<file path="config.mk">
export PLATFORM = sky130hd
export DESIGN_NAME = matrix_game_top
export DESIGN_NICKNAME = d
export VERILOG_FILES = /design/src/source/matrix_game_pkg.sv /design/src/source/background_scroller.sv /design/src/source/button_debounce.sv /design/src/source/frame_scanner.sv /design/src/source/matrix_game_top.sv /design/src/source/max7219_driver.sv /design/src/source/point_mover.sv
export SDC_FILE = /design/constraint.sdc
export NUM_CORES = 1
export LEC_CHECK = 0
export BUFFER_PORTS_ARGS = -buffer_cell sky130_fd_sc_hd__buf_4
export CAP_MARGIN = 20
export CORE_UTILIZATION = 47
export DETAILED_ROUTE_END_ITERATION = 7
export MAX_ROUTING_LAYER = met4
export PLACE_DENSITY = 0.71
export SYNTH_ARGS = -nofsm -noshare
export SYNTH_HDL_FRONTEND = slang
export SYNTH_HIERARCHICAL = 1
export SYNTH_SLANG_ARGS = --single-unit
</file>
<file path="constraint.sdc">
create_clock -name clock_50 -period 2.6 [get_ports clock_50]
set_input_delay 0 -clock clock_50 [delete_from_list [all_inputs] [get_ports clock_50]]
set_output_delay 0 -clock clock_50 [all_outputs]
set_load 0.02 [all_outputs]
</file>
<file path="src/source/matrix_game_pkg.sv">
package matrix_game_pkg;

	// Matrix geometry
	localparam int MATRIX_SIZE = 8;

	// Bit 7 is the leftmost column
	typedef logic [MATRIX_SIZE-1:0] row_t;
	typedef logic [2:0] index_t;

	// Element 0 is the bottom row
	typedef row_t [MATRIX_SIZE-1:0] frame_t;

	typedef struct packed {
		index_t row;
		index_t col;
	} point_pos_t;

	// Raw buttons and press pulses share this layout
	typedef struct packed {
		logic start;
		logic up;
		logic down;
		logic left;
		logic right;
	} buttons_t;

	// MAX7219 serial pins
	typedef struct packed {
		logic din;
		logic ncs;
		logic clk;
	} max7219_link_t;

	// Address in the upper byte, data in the lower byte
	typedef logic [15:0] max7219_word_t;

	localparam logic [7:0] REG_DECODE_MODE  = 8'h09;
	localparam logic [7:0] REG_INTENSITY    = 8'h0A;
	localparam logic [7:0] REG_SCAN_LIMIT   = 8'h0B;
	localparam logic [7:0] REG_SHUTDOWN     = 8'h0C;
	localparam logic [7:0] REG_DISPLAY_TEST = 8'h0F;

	// Three short bars on rows 7, 4 and 2
	localparam frame_t BACKGROUND_INIT = frame_t'({8'hE0, 8'h00, 8'h00, 8'hE0,
		8'h00, 8'hE0, 8'h00, 8'h00});

	localparam point_pos_t POINT_INIT = '{row: 3'd0, col: 3'd4};

endpackage

</file>
<file path="src/source/background_scroller.sv">
module background_scroller import matrix_game_pkg::*; #(
	parameter int SCROLL_TICKS = 5000000
) (
	input  logic     clock_50,
	input  logic     reset,
	input  buttons_t presses,
	output frame_t   background
);

	localparam int COUNT_W = (SCROLL_TICKS > 1) ? $clog2(SCROLL_TICKS) : 1;

	logic               running;
	logic [COUNT_W-1:0] prescaler;
	logic               scroll_tick;

	assign scroll_tick = running && (prescaler == COUNT_W'(SCROLL_TICKS - 1));

	// Game starts on the first start press and never stops
	always_ff @(posedge clock_50) begin
		if (reset) begin
			running <= 1'b0;
		end else if (presses.start) begin
			running <= 1'b1;
		end
	end

	// Prescaler only advances while running
	always_ff @(posedge clock_50) begin
		if (reset) begin
			prescaler <= '0;
		end else if (scroll_tick) begin
			prescaler <= '0;
		end else if (running) begin
			prescaler <= prescaler + 1'b1;
		end
	end

	//######################################################################
	// Background rows
	//######################################################################
	// Each row takes the one above, blank row enters at the top
	always_ff @(posedge clock_50) begin
		if (reset) begin
			background <= BACKGROUND_INIT;
		end else if (scroll_tick) begin
			background <= frame_t'({row_t'(0), background[MATRIX_SIZE-1:1]});
		end
	end

endmodule

</file>
<file path="src/source/button_debounce.sv">
module button_debounce import matrix_game_pkg::*; #(
	parameter int DEBOUNCE_CYCLES = 500000
) (
	input  logic     clock_50,
	input  logic     reset,
	input  buttons_t buttons_n,
	output buttons_t presses
);

	localparam int NUM_BUTTONS = $bits(buttons_t);
	localparam int COUNT_W = (DEBOUNCE_CYCLES > 1) ? $clog2(DEBOUNCE_CYCLES) : 1;

	logic [NUM_BUTTONS-1:0] pressed_raw;
	logic [NUM_BUTTONS-1:0] level;
	logic [NUM_BUTTONS-1:0] level_d;
	logic [COUNT_W-1:0]     count [NUM_BUTTONS];

	// Buttons pull low when pressed
	assign pressed_raw = ~buttons_n;

	// Count cycles the raw input disagrees with the stable level
	always_ff @(posedge clock_50) begin
		if (reset) begin
			level   <= '0;
			level_d <= '0;
			for (int i = 0; i < NUM_BUTTONS; i++) begin
				count[i] <= '0;
			end
		end else begin
			level_d <= level;
			for (int i = 0; i < NUM_BUTTONS; i++) begin
				if (pressed_raw[i] == level[i]) begin
					count[i] <= '0;
				end else if (count[i] == COUNT_W'(DEBOUNCE_CYCLES - 1)) begin
					level[i] <= pressed_raw[i];
					count[i] <= '0;
				end else begin
					count[i] <= count[i] + 1'b1;
				end
			end
		end
	end

	// One pulse per press, on the first cycle of the new level
	assign presses = level & ~level_d;

endmodule

</file>
<file path="src/source/frame_scanner.sv">
module frame_scanner import matrix_game_pkg::*; (
	input  point_pos_t point,
	input  frame_t     background,
	input  index_t     digit,
	output row_t       column
);

	frame_t point_frame;
	frame_t merged;
	index_t bit_sel;

	// One lit pixel at the point position
	always_comb begin
		point_frame = '0;
		point_frame[point.row][point.col] = 1'b1;
	end

	assign merged = point_frame | background;

	// Digit 0 drives the leftmost column
	assign bit_sel = index_t'(MATRIX_SIZE - 1) - digit;

	//######################################################################
	// Transpose into MAX7219 digit order
	//######################################################################
	// Bottom row lands in the MSB of the column byte
	always_comb begin
		for (int r = 0; r < MATRIX_SIZE; r++) begin
			column[MATRIX_SIZE-1-r] = merged[r][bit_sel];
		end
	end

endmodule

</file>
<file path="src/source/matrix_game_top.sv">
module matrix_game_top import matrix_game_pkg::*; #(
	parameter int DEBOUNCE_CYCLES = 500000,
	parameter int SCROLL_TICKS    = 5000000,
	parameter int SPI_DIV         = 4,
	parameter int INTENSITY       = 10
) (
	input  logic          clock_50,
	input  logic          reset,
	input  buttons_t      buttons_n,
	output max7219_link_t max7219
);

	buttons_t   presses;
	point_pos_t point;
	frame_t     background;
	index_t     digit;
	row_t       column;

	//######################################################################
	// Inputs
	//######################################################################
	button_debounce #(
		.DEBOUNCE_CYCLES(DEBOUNCE_CYCLES)
	) button_debounce_inst (
		.clock_50 (clock_50),
		.reset    (reset),
		.buttons_n(buttons_n),
		.presses  (presses)
	);

	//######################################################################
	// Game state
	//######################################################################
	point_mover point_mover_inst (
		.clock_50(clock_50),
		.reset   (reset),
		.presses (presses),
		.point   (point)
	);

	background_scroller #(
		.SCROLL_TICKS(SCROLL_TICKS)
	) background_scroller_inst (
		.clock_50  (clock_50),
		.reset     (reset),
		.presses   (presses),
		.background(background)
	);

	//######################################################################
	// Display path
	//######################################################################
	frame_scanner frame_scanner_inst (
		.point     (point),
		.background(background),
		.digit     (digit),
		.column    (column)
	);

	max7219_driver #(
		.SPI_DIV  (SPI_DIV),
		.INTENSITY(INTENSITY)
	) max7219_driver_inst (
		.clock_50(clock_50),
		.reset   (reset),
		.digit   (digit),
		.column  (column),
		.max7219 (max7219)
	);

endmodule

</file>
<file path="src/source/max7219_driver.sv">
module max7219_driver import matrix_game_pkg::*; #(
	parameter int SPI_DIV   = 4,
	parameter int INTENSITY = 10
) (
	input  logic          clock_50,
	input  logic          reset,
	output index_t        digit,
	input  row_t          column,
	output max7219_link_t max7219
);

	localparam int DIV_W = (SPI_DIV > 1) ? $clog2(SPI_DIV) : 1;
	localparam int INIT_WORDS = 5;

	typedef enum logic [1:0] {
		ST_IDLE,
		ST_SHIFT,
		ST_LATCH
	} state_t;

	state_t        state;
	logic [DIV_W-1:0] div_cnt;
	logic          div_last;
	logic [3:0]    bit_cnt;
	logic [2:0]    init_idx;
	logic          init_done;
	max7219_word_t shift_reg;
	max7219_word_t next_word;

	assign div_last = (div_cnt == DIV_W'(SPI_DIV - 1));

	//######################################################################
	// Word sequencer
	//######################################################################
	always_comb begin
		if (init_done) begin
			// Digit registers are addressed 1 to 8
			next_word = {{5'd0, digit} + 8'd1, column};
		end else begin
			case (init_idx)
				3'd0:    next_word = {REG_DECODE_MODE, 8'h00};
				3'd1:    next_word = {REG_INTENSITY, 8'(INTENSITY)};
				3'd2:    next_word = {REG_SCAN_LIMIT, 8'h07};
				3'd3:    next_word = {REG_SHUTDOWN, 8'h01};
				default: next_word = {REG_DISPLAY_TEST, 8'h00};
			endcase
		end
	end

	//######################################################################
	// Serial shifter and link FSM
	//######################################################################
	always_ff @(posedge clock_50) begin
		if (reset) begin
			state       <= ST_IDLE;
			div_cnt     <= '0;
			bit_cnt     <= '0;
			init_idx    <= '0;
			init_done   <= 1'b0;
			digit       <= '0;
			max7219.din <= 1'b0;
			max7219.ncs <= 1'b1;
			max7219.clk <= 1'b0;
		end else begin
			// Divider restarts on every phase step
			div_cnt <= div_last ? '0 : div_cnt + 1'b1;
			case (state)
				ST_IDLE: begin
					// Column is captured here, at word start
					if (div_last) begin
						shift_reg   <= {next_word[14:0], 1'b0};
						max7219.din <= next_word[15];
						max7219.ncs <= 1'b0;
						bit_cnt     <= '0;
						state       <= ST_SHIFT;
					end
				end
				ST_SHIFT: begin
					if (div_last) begin
						max7219.clk <= ~max7219.clk;
						// Falling edge of clk, next bit goes out
						if (max7219.clk) begin
							if (bit_cnt == 4'd15) begin
								state <= ST_LATCH;
							end else begin
								max7219.din <= shift_reg[15];
								shift_reg   <= {shift_reg[14:0], 1'b0};
								bit_cnt     <= bit_cnt + 1'b1;
							end
						end
					end
				end
				default: begin
					// Rising ncs latches the word
					if (div_last) begin
						max7219.ncs <= 1'b1;
						max7219.din <= 1'b0;
						state       <= ST_IDLE;
						if (!init_done) begin
							if (init_idx == 3'(INIT_WORDS - 1)) begin
								init_done <= 1'b1;
							end else begin
								init_idx <= init_idx + 1'b1;
							end
						end else begin
							digit <= digit + 1'b1;
						end
					end
				end
			endcase
		end
	end

endmodule

</file>
<file path="src/source/point_mover.sv">
module point_mover import matrix_game_pkg::*; (
	input  logic       clock_50,
	input  logic       reset,
	input  buttons_t   presses,
	output point_pos_t point
);

	point_pos_t point_next;
	logic       at_bottom;

	assign at_bottom = (point.row == '0);

	//######################################################################
	// Move selection, priority up, down, left, right
	//######################################################################
	always_comb begin
		point_next = point;
		if (presses.up) begin
			// Top wraps back to the bottom row
			point_next.row = point.row + 1'b1;
		end else if (presses.down) begin
			// Bottom row is a hard stop
			if (!at_bottom) begin
				point_next.row = point.row - 1'b1;
			end
		end else if (presses.left) begin
			point_next.col = point.col + 1'b1;
		end else if (presses.right) begin
			point_next.col = point.col - 1'b1;
		end
	end

	//######################################################################
	// Position register
	//######################################################################
	always_ff @(posedge clock_50) begin
		if (reset) begin
			point <= POINT_INIT;
		end else begin
			point <= point_next;
		end
	end

endmodule

</file>
==> impl_metrics.csv, run 1 <==
group,metric,value,unit
placed_design,placedCellCount,1478,
sta,final_max_slew_viol_count,0,
placed_design,port_buffers,9,
worst_setup_path,cp_slowest_stage_delay,0.57,ns
worst_setup_path,worstSetupPathType,"register to register",
sta,tns,0,ns
clock_network,max-clock-path-buffers,2,
worst_hold_path,hold_path_class,"input pin to register",
power,cellPowerDensity,514.5,mW/mm^2
floorplanning,chipHeight,152.6,um
sta,grt_setup_unrepaired,"false",
worst_setup_path,cpLargestDelayFamily,"simple AND/OR/NAND/NOR gates",
final_layout,largest_register_ffs,95,
worst_setup_path,r2r_start,"button_debounce_inst/count[4][11]$_SDFFCE_PN0P_",
sta,hold_viol,0,
worst_setup_path,cp_max_fo,17,
logic_synthesis,ys_warn_count,6,
final_layout,finalNonFillerCells,1515,
floorplanning,die_area,0.02328,sq mm
detailed_routing,highest_layer,"met4",
logic_synthesis,syn_inst,1142,
detailed_routing,drc,0,
sta,fin_worst_skew,0.01601,ns
final_layout,layout-drive-gt1-share,7.126,%
clock_network,clk_latency,0.44,ns
grt,grt_max_degree,52,
worst_setup_path,endpoint_kind,"register",
sta,worst_slew_pin_slew,0.7460,ns
final_layout,fillers,2054,
clock_network,cts_tree,"built",
logic_synthesis,yosysSeqAreaShare,43.40,%
sta,setup_viol,0,
worst_setup_path,arrival,2.52,ns
detailed_routing,wl_per_cell,13.19,um
floorplanning,die_w,152.6,um
worst_setup_path,crit_path_start,"button_debounce_inst/count[4][11]$_SDFFCE_PN0P_",
detailed_routing,met3_length,641,um
clock_network,ctsResizeCount,0,
clock_network,clkSinkCount,176,
grt,gr-total-overflow,0,
final_layout,fin_area,0.01163,sq mm
logic_synthesis,synth_area_per_cell,9.331,sq um
clock_network,cts_inserted_buffers,17,
clock_network,h-tree-depth,4,
final_layout,final_nets,1245,
final_layout,num_antenna_cells,0,
clock_network,cts_setup_buffers,0,
logic_synthesis,syn-cell-area,0.01066,sq mm
placed_design,gp_congestion,0.8499,
placed_design,placed_cell_area,0.01100,sq mm
power,power,5.985,mW
worst_setup_path,path_depth,4,
detailed_routing,postRouteAntennaNets,0,
sta,fin_crit,2.342,ns
grt,antenna_found_initial,0,
sta,max_clock_freq,0.4270,GHz
clock_network,postCtsHoldBufs,5,
logic_synthesis,synth_cell_types,77,
sta,max_slew_margin,50.20,%
detailed_routing,wl_met2,9.438,mm
worst_setup_path,critical_path_buf_inv_count,0,
floorplanning,rows,54,
detailed_routing,via_per_inst,5.361,
worst_hold_path,hold_start,"reset",
grt,grt_pass1_wl,34.75,mm
detailed_routing,wl_met1,9.670,mm
worst_setup_path,worst_path_max_delay_cell,"or4_4",
clock_network,cts-root-buf,"clkbuf_16",
worst_setup_path,worstPathRequired,2.78,ns
logic_synthesis,synth_edf_count,110,
worst_setup_path,path_cells,"or4b_1 > or4_4 > o21bai_4 > nor2_1",
floorplanning,ios,10,
power,vdd_drop_max,0.4415,mV
worst_setup_path,rr_worst_depth,4,
clock_network,path_clk_slew,0.08,ns
sta,period_share,90.07,%
worst_setup_path,worst_setup_path_start_kind,"register",
floorplanning,core,0.02203,sq mm
grt,grt_pass1_vias,7787,
status,status,"complete, no violations",
logic_synthesis,postSynth.asyncResetShare,0,%
detailed_routing,via_count,8122,
worst_hold_path,holdPathStages,2,
final_layout,area_growth,9.170,%
floorplanning,start_util,48.38,%
detailed_routing,drt_pre_antenna_iters,5,
detailed_routing,drt_iter0_drc,512,
placed_design,dp_hpwl,13.97,mm
logic_synthesis,ys_seq_elements,176,
detailed_routing,routed_wl,19.98,mm
grt,grtUsageTotal,18.32,%
flow_run,maxCapViolCount,0,
logic_synthesis,synthFlopType,"edfxtp_1",
power,p_leak,3.940,nW
layout make-up:
cell class / count / area (sq um) / area share, %
Multi-Input combinational cell: 971 / 5752 / 49.44
Sequential cell: 176 / 4624 / 39.75
Clock buffer: 20 / 489.2 / 4.205
Clock inverter: 12 / 90.09 / 0.7744
Timing Repair Buffer: 28 / 222.7 / 1.914
Inverter: 28 / 105.1 / 0.9034
Tap cell: 280 / 350.3 / 3.011
synthesized netlist by cell type (5+ instances only):
library cell,n,share of area [%]
and4_1,13,1.1
o31ai_1,5,0.35
nand2b_1,6,0.35
mux2i_1,8,0.75
buf_2,14,0.66
o21ai_1,12,0.56
nor4b_1,7,0.58
edfxtp_1,110,31
a31oi_1,13,0.76
buf_4,60,4.2
or4_1,8,0.56
and2_1,6,0.35
ha_1,14,1.6
o311ai_0,12,0.99
xor2_1,32,2.6
nor4_1,24,1.4
nand2_1,61,2.1
a211o_1,14,1.2
buf_6,7,0.74
dfxtp_1,66,12
nand4_1,47,2.8
nand3b_1,7,0.49
a211oi_1,17,1.2
and3_1,13,0.76
o21ai_0,45,2.1
a21oi_1,45,2.1
nor3_1,37,1.7
nor4bb_1,5,0.47
xnor2_1,62,5.1
clkbuf_1,18,0.63
nor2b_1,15,0.88
or3_1,22,1.3
inv_1,27,0.95
nor2_1,168,5.9
nand3_1,56,2.6
final timing paths:
| check | endpoint | slack, ns |
|---|---|---|
| max | button_debounce_inst/count[4][11]$_SDFFCE_PN0P_ | 0.26 |
| min | max7219_driver_inst/init_done$_SDFFE_PP0P_ | 0.05 |
| max reg2reg | button_debounce_inst/count[4][11]$_SDFFCE_PN0P_ | 0.26 |
| min reg2reg | max7219_driver_inst/div_cnt[0]$_SDFF_PP0_ | 0.45 |
power by group:
group / leakage, nW / switching, mW / internal (mW)
clock network: 0.290 / 1.13 / 1.38
registers: 1.65 / 0.108 / 3.07
logic: 2.00 / 0.178 / 0.122
total: 3.94 / 1.42 / 4.57
layer usage:
metal	GRT usage, %	vias up
li1	-	4177
met1	23.03	3781
met2	30.08	139
met3	3.100	25
met4	5.724	0
met5	-	-
metrics by stage:
stage	util [%]	worst slack [ns]	hold WS [ns]
after floorplan	-	0.4446	0.08092
after global placement	49.96	0.3215	0.2212
after detailed placement	49.96	0.2595	0.2226
after CTS	52.82	0.2475	0.02488
after global routing	52.82	0.1422	0.05458
final	52.82	0.2582	0.04544
worst reg2reg max path, delay by kind of cell (launching register included):
family           cells  cell delay [ns]
AND/OR/NAND/NOR      3             1.24
AO/OA/AOI/OAI        1             0.36
flip-flops           1             0.48
logic make-up after synthesis:
family	synth area share (%)
simple gates	27.15
compound gates	11.26
flops	43.40
buf+inv	7.315
xor+xnor	7.726
fa+ha+maj	2.020
mux	1.068
other cells	0.07047
cell usage in the layout (no fill, tap or decap), types with 22 or more instances in the layout:
cell and n:
nand3_1 56, a21oi_1 45, dfxtp_1 66, edfxtp_1 110, buf_4 23, conb_1 135, inv_1 27, nand2_1 61
xnor2_1 62, xor2_1 32, nor4_1 24, nand4_1 47, or3_1 22, nor2_1 168, nor3_1 37, o21ai_0 45
Power figures use the tool's default switching activity.
==> run 2, diff against run 1 <==
--- a/config.mk
+++ b/config.mk
@@ -5,12 +5,12 @@
 export SDC_FILE = /design/constraint.sdc
 export NUM_CORES = 1
 export LEC_CHECK = 0
-export BUFFER_PORTS_ARGS = -buffer_cell sky130_fd_sc_hd__buf_4
+export BUFFER_PORTS_ARGS = -buffer_cell sky130_fd_sc_hd__buf_2
 export CAP_MARGIN = 20
-export CORE_UTILIZATION = 47
+export CORE_UTILIZATION = 40
 export DETAILED_ROUTE_END_ITERATION = 7
 export MAX_ROUTING_LAYER = met4
-export PLACE_DENSITY = 0.71
+export PLACE_DENSITY = 0.64
 export SYNTH_ARGS = -nofsm -noshare
 export SYNTH_HDL_FRONTEND = slang
 export SYNTH_HIERARCHICAL = 1
==> impl_metrics.csv, run 2 (same netlist as run 1, synthesis figures left out) <==
group,metric,value,unit
final_layout,num_antenna_cells,0,
detailed_routing,drc,0,
detailed_routing,via_count,8090,
detailed_routing,via_per_inst,5.137,
power,power,6.106,mW
power,combPwrFrac,4.9,%
clock_network,max-clock-path-buffers,2,
grt,grtUsageMet3,2.498,%
sta,max_clock_freq,0.4322,GHz
floorplanning,ios,10,
worst_setup_path,worst_setup_path_start_kind,"register",
final_layout,final_nets,1250,
final_layout,layout_common_cells,"nor2_1, conb_1, edfxtp_1",
power,clockPowerShare,43.2,%
final_layout,largest_register_ffs,95,
flow_run,maxCapViolCount,0,
power,seq_power_share,51.9,%
grt,grt_pass1_vias,7440,
worst_setup_path,endpoint_kind,"register",
floorplanning,chipHeight,165.2,um
sta,setup_viol,0,
grt,grtUsageTotal,16.08,%
clock_network,cts-root-buf,"clkbuf_16",
worst_setup_path,worstPathRequired,2.77,ns
detailed_routing,postRouteAntennaNets,0,
placed_design,port_buffers,9,
sta,final_max_slew_viol_count,0,
floorplanning,core,0.02613,sq mm
clock_network,cts_inserted_buffers,17,
power,cellPowerDensity,519.5,mW/mm^2
clock_network,cts_setup_buffers,0,
grt,grt_pass1_wl,34.80,mm
final_layout,finalCoreUtilization,44.97,%
detailed_routing,drt_iter0_drc,457,
grt,busiest_layer,"met2",
sta,grt_setup_unrepaired,"false",
clock_network,path_clk_slew,0.07,ns
sta,max_slew_margin,52.53,%
worst_setup_path,cp_max_fo,17,
final_layout,layout-drive-gt1-share,7.339,%
sta,fin_worst_skew,0.01366,ns
clock_network,h-tree-depth,4,
worst_setup_path,worstSetupPathType,"register to register",
detailed_routing,routed_wl,20.18,mm
power,p_switching,1.421,mW
floorplanning,rows,59,
grt,use_met1,20.84,%
grt,grt_max_degree,34,
final_layout,fillers,2589,
status,status,"complete, no violations",
sta,hold_viol,0,
final_layout,final_common_cell,"nor2_1",
placed_design,dp_hpwl,14.09,mm
floorplanning,start_util,40.78,%
clock_network,clkSinkCount,176,
clock_network,clk_latency,0.43,ns
power,swShare,23.27,%
worst_setup_path,arrival,2.48,ns
final_layout,area_growth,10.29,%
clock_network,postCtsHoldBufs,5,
power,p_int,4.685,mW
placed_design,post-place-ws,0.2523,ns
worst_hold_path,hold_path_class,"input pin to register",
placed_design,gp_congestion,0.8716,
sta,tns,0,ns
sta,setup_ws,0.2861,ns
floorplanning,die_w,165.2,um
detailed_routing,wl_per_cell,12.81,um
grt,met2_usage,25.48,%
sta,worst_slew_pin_slew,0.7106,ns
sta,period_share,88.99,%
detailed_routing,drt_pre_antenna_iters,4,
grt,gr-total-overflow,0,
floorplanning,die_area,0.02730,sq mm
power,p_leak,3.969,nW
grt,antenna_found_initial,0,
clock_network,cts_tree,"built",
sta,fin_crit,2.314,ns
clock_network,ctsResizeCount,0,
power,vdd_drop_max,0.2457,mV
run 2: cell count changes in the layout (fill, tap and decap cells not counted), sizes merged:
cell and delta:
clkinv -2, bufinv +2, buf +5
run 2: critical path: stages, from the launching register on:
cell      delay, ns
edfxtp_1       0.47
or4b_1         0.55
or4_4          0.57
o21bai_4       0.36
nor2_1         0.10
run 2: metal layers:
metal	share of wire, %	vias to the layer above
met2	48	93
li1	-	4195
met1	49	3787
met3	2.5	15
met4	1.1	0
met5	0	-
run 2: layout make-up:
| class | count | area, sq um | share of cell area (%) |
|---|---|---|---|
| Multi-Input combinational cell | 971 | 5752 | 48.94 |
| Sequential cell | 176 | 4624 | 39.35 |
| Clock buffer | 20 | 457.9 | 3.897 |
| Clock inverter | 12 | 143.9 | 1.224 |
| Inverter | 28 | 105.1 | 0.8943 |
| Timing Repair Buffer | 33 | 250.2 | 2.129 |
| Tap cell | 335 | 419.2 | 3.566 |
run 2: path summary, 6_finish.rpt:
kind	startpoint	to	slack, ns	cells past startpoint
hold reg to reg	max7219_driver_inst/div_cnt[0]$_SDFF_PP0_	max7219_driver_inst/div_cnt[0]$_SDFF_PP0_	0.44	1
setup / recovery	button_debounce_inst/count[4][11]$_SDFFCE_PN0P_	button_debounce_inst/count[4][11]$_SDFFCE_PN0P_	0.29	4
hold / removal	reset	point_mover_inst/point[0]$_SDFFE_PP0P_	0.04	2
setup reg to reg	button_debounce_inst/count[4][11]$_SDFFCE_PN0P_	button_debounce_inst/count[4][11]$_SDFFCE_PN0P_	0.29	4
run 2: metrics by stage:
| stage | cell area [sq um] | cells | hold WS [ns] |
|---|---|---|---|
| floorplan | 11160 | 1275 | 0.08092 |
| global placement | 11100 | 1538 | 0.2387 |
| detailed placement | 11100 | 1538 | 0.2394 |
| CTS | 11750 | 1575 | 0.02611 |
| global route | 11750 | 1575 | 0.06502 |
| finish | 11750 | 1575 | 0.03582 |
run 2: power groups by stage:
stage                     clock, mW  sequential, mW  combinational [mW]
after global routing           2.82            3.19               0.348
after CTS                      2.71            3.17               0.300
final                          2.64            3.17               0.301
after detailed placement          0            3.23               0.292
after global placement            0            3.23               0.290
after floorplan                   0            3.20               0.282
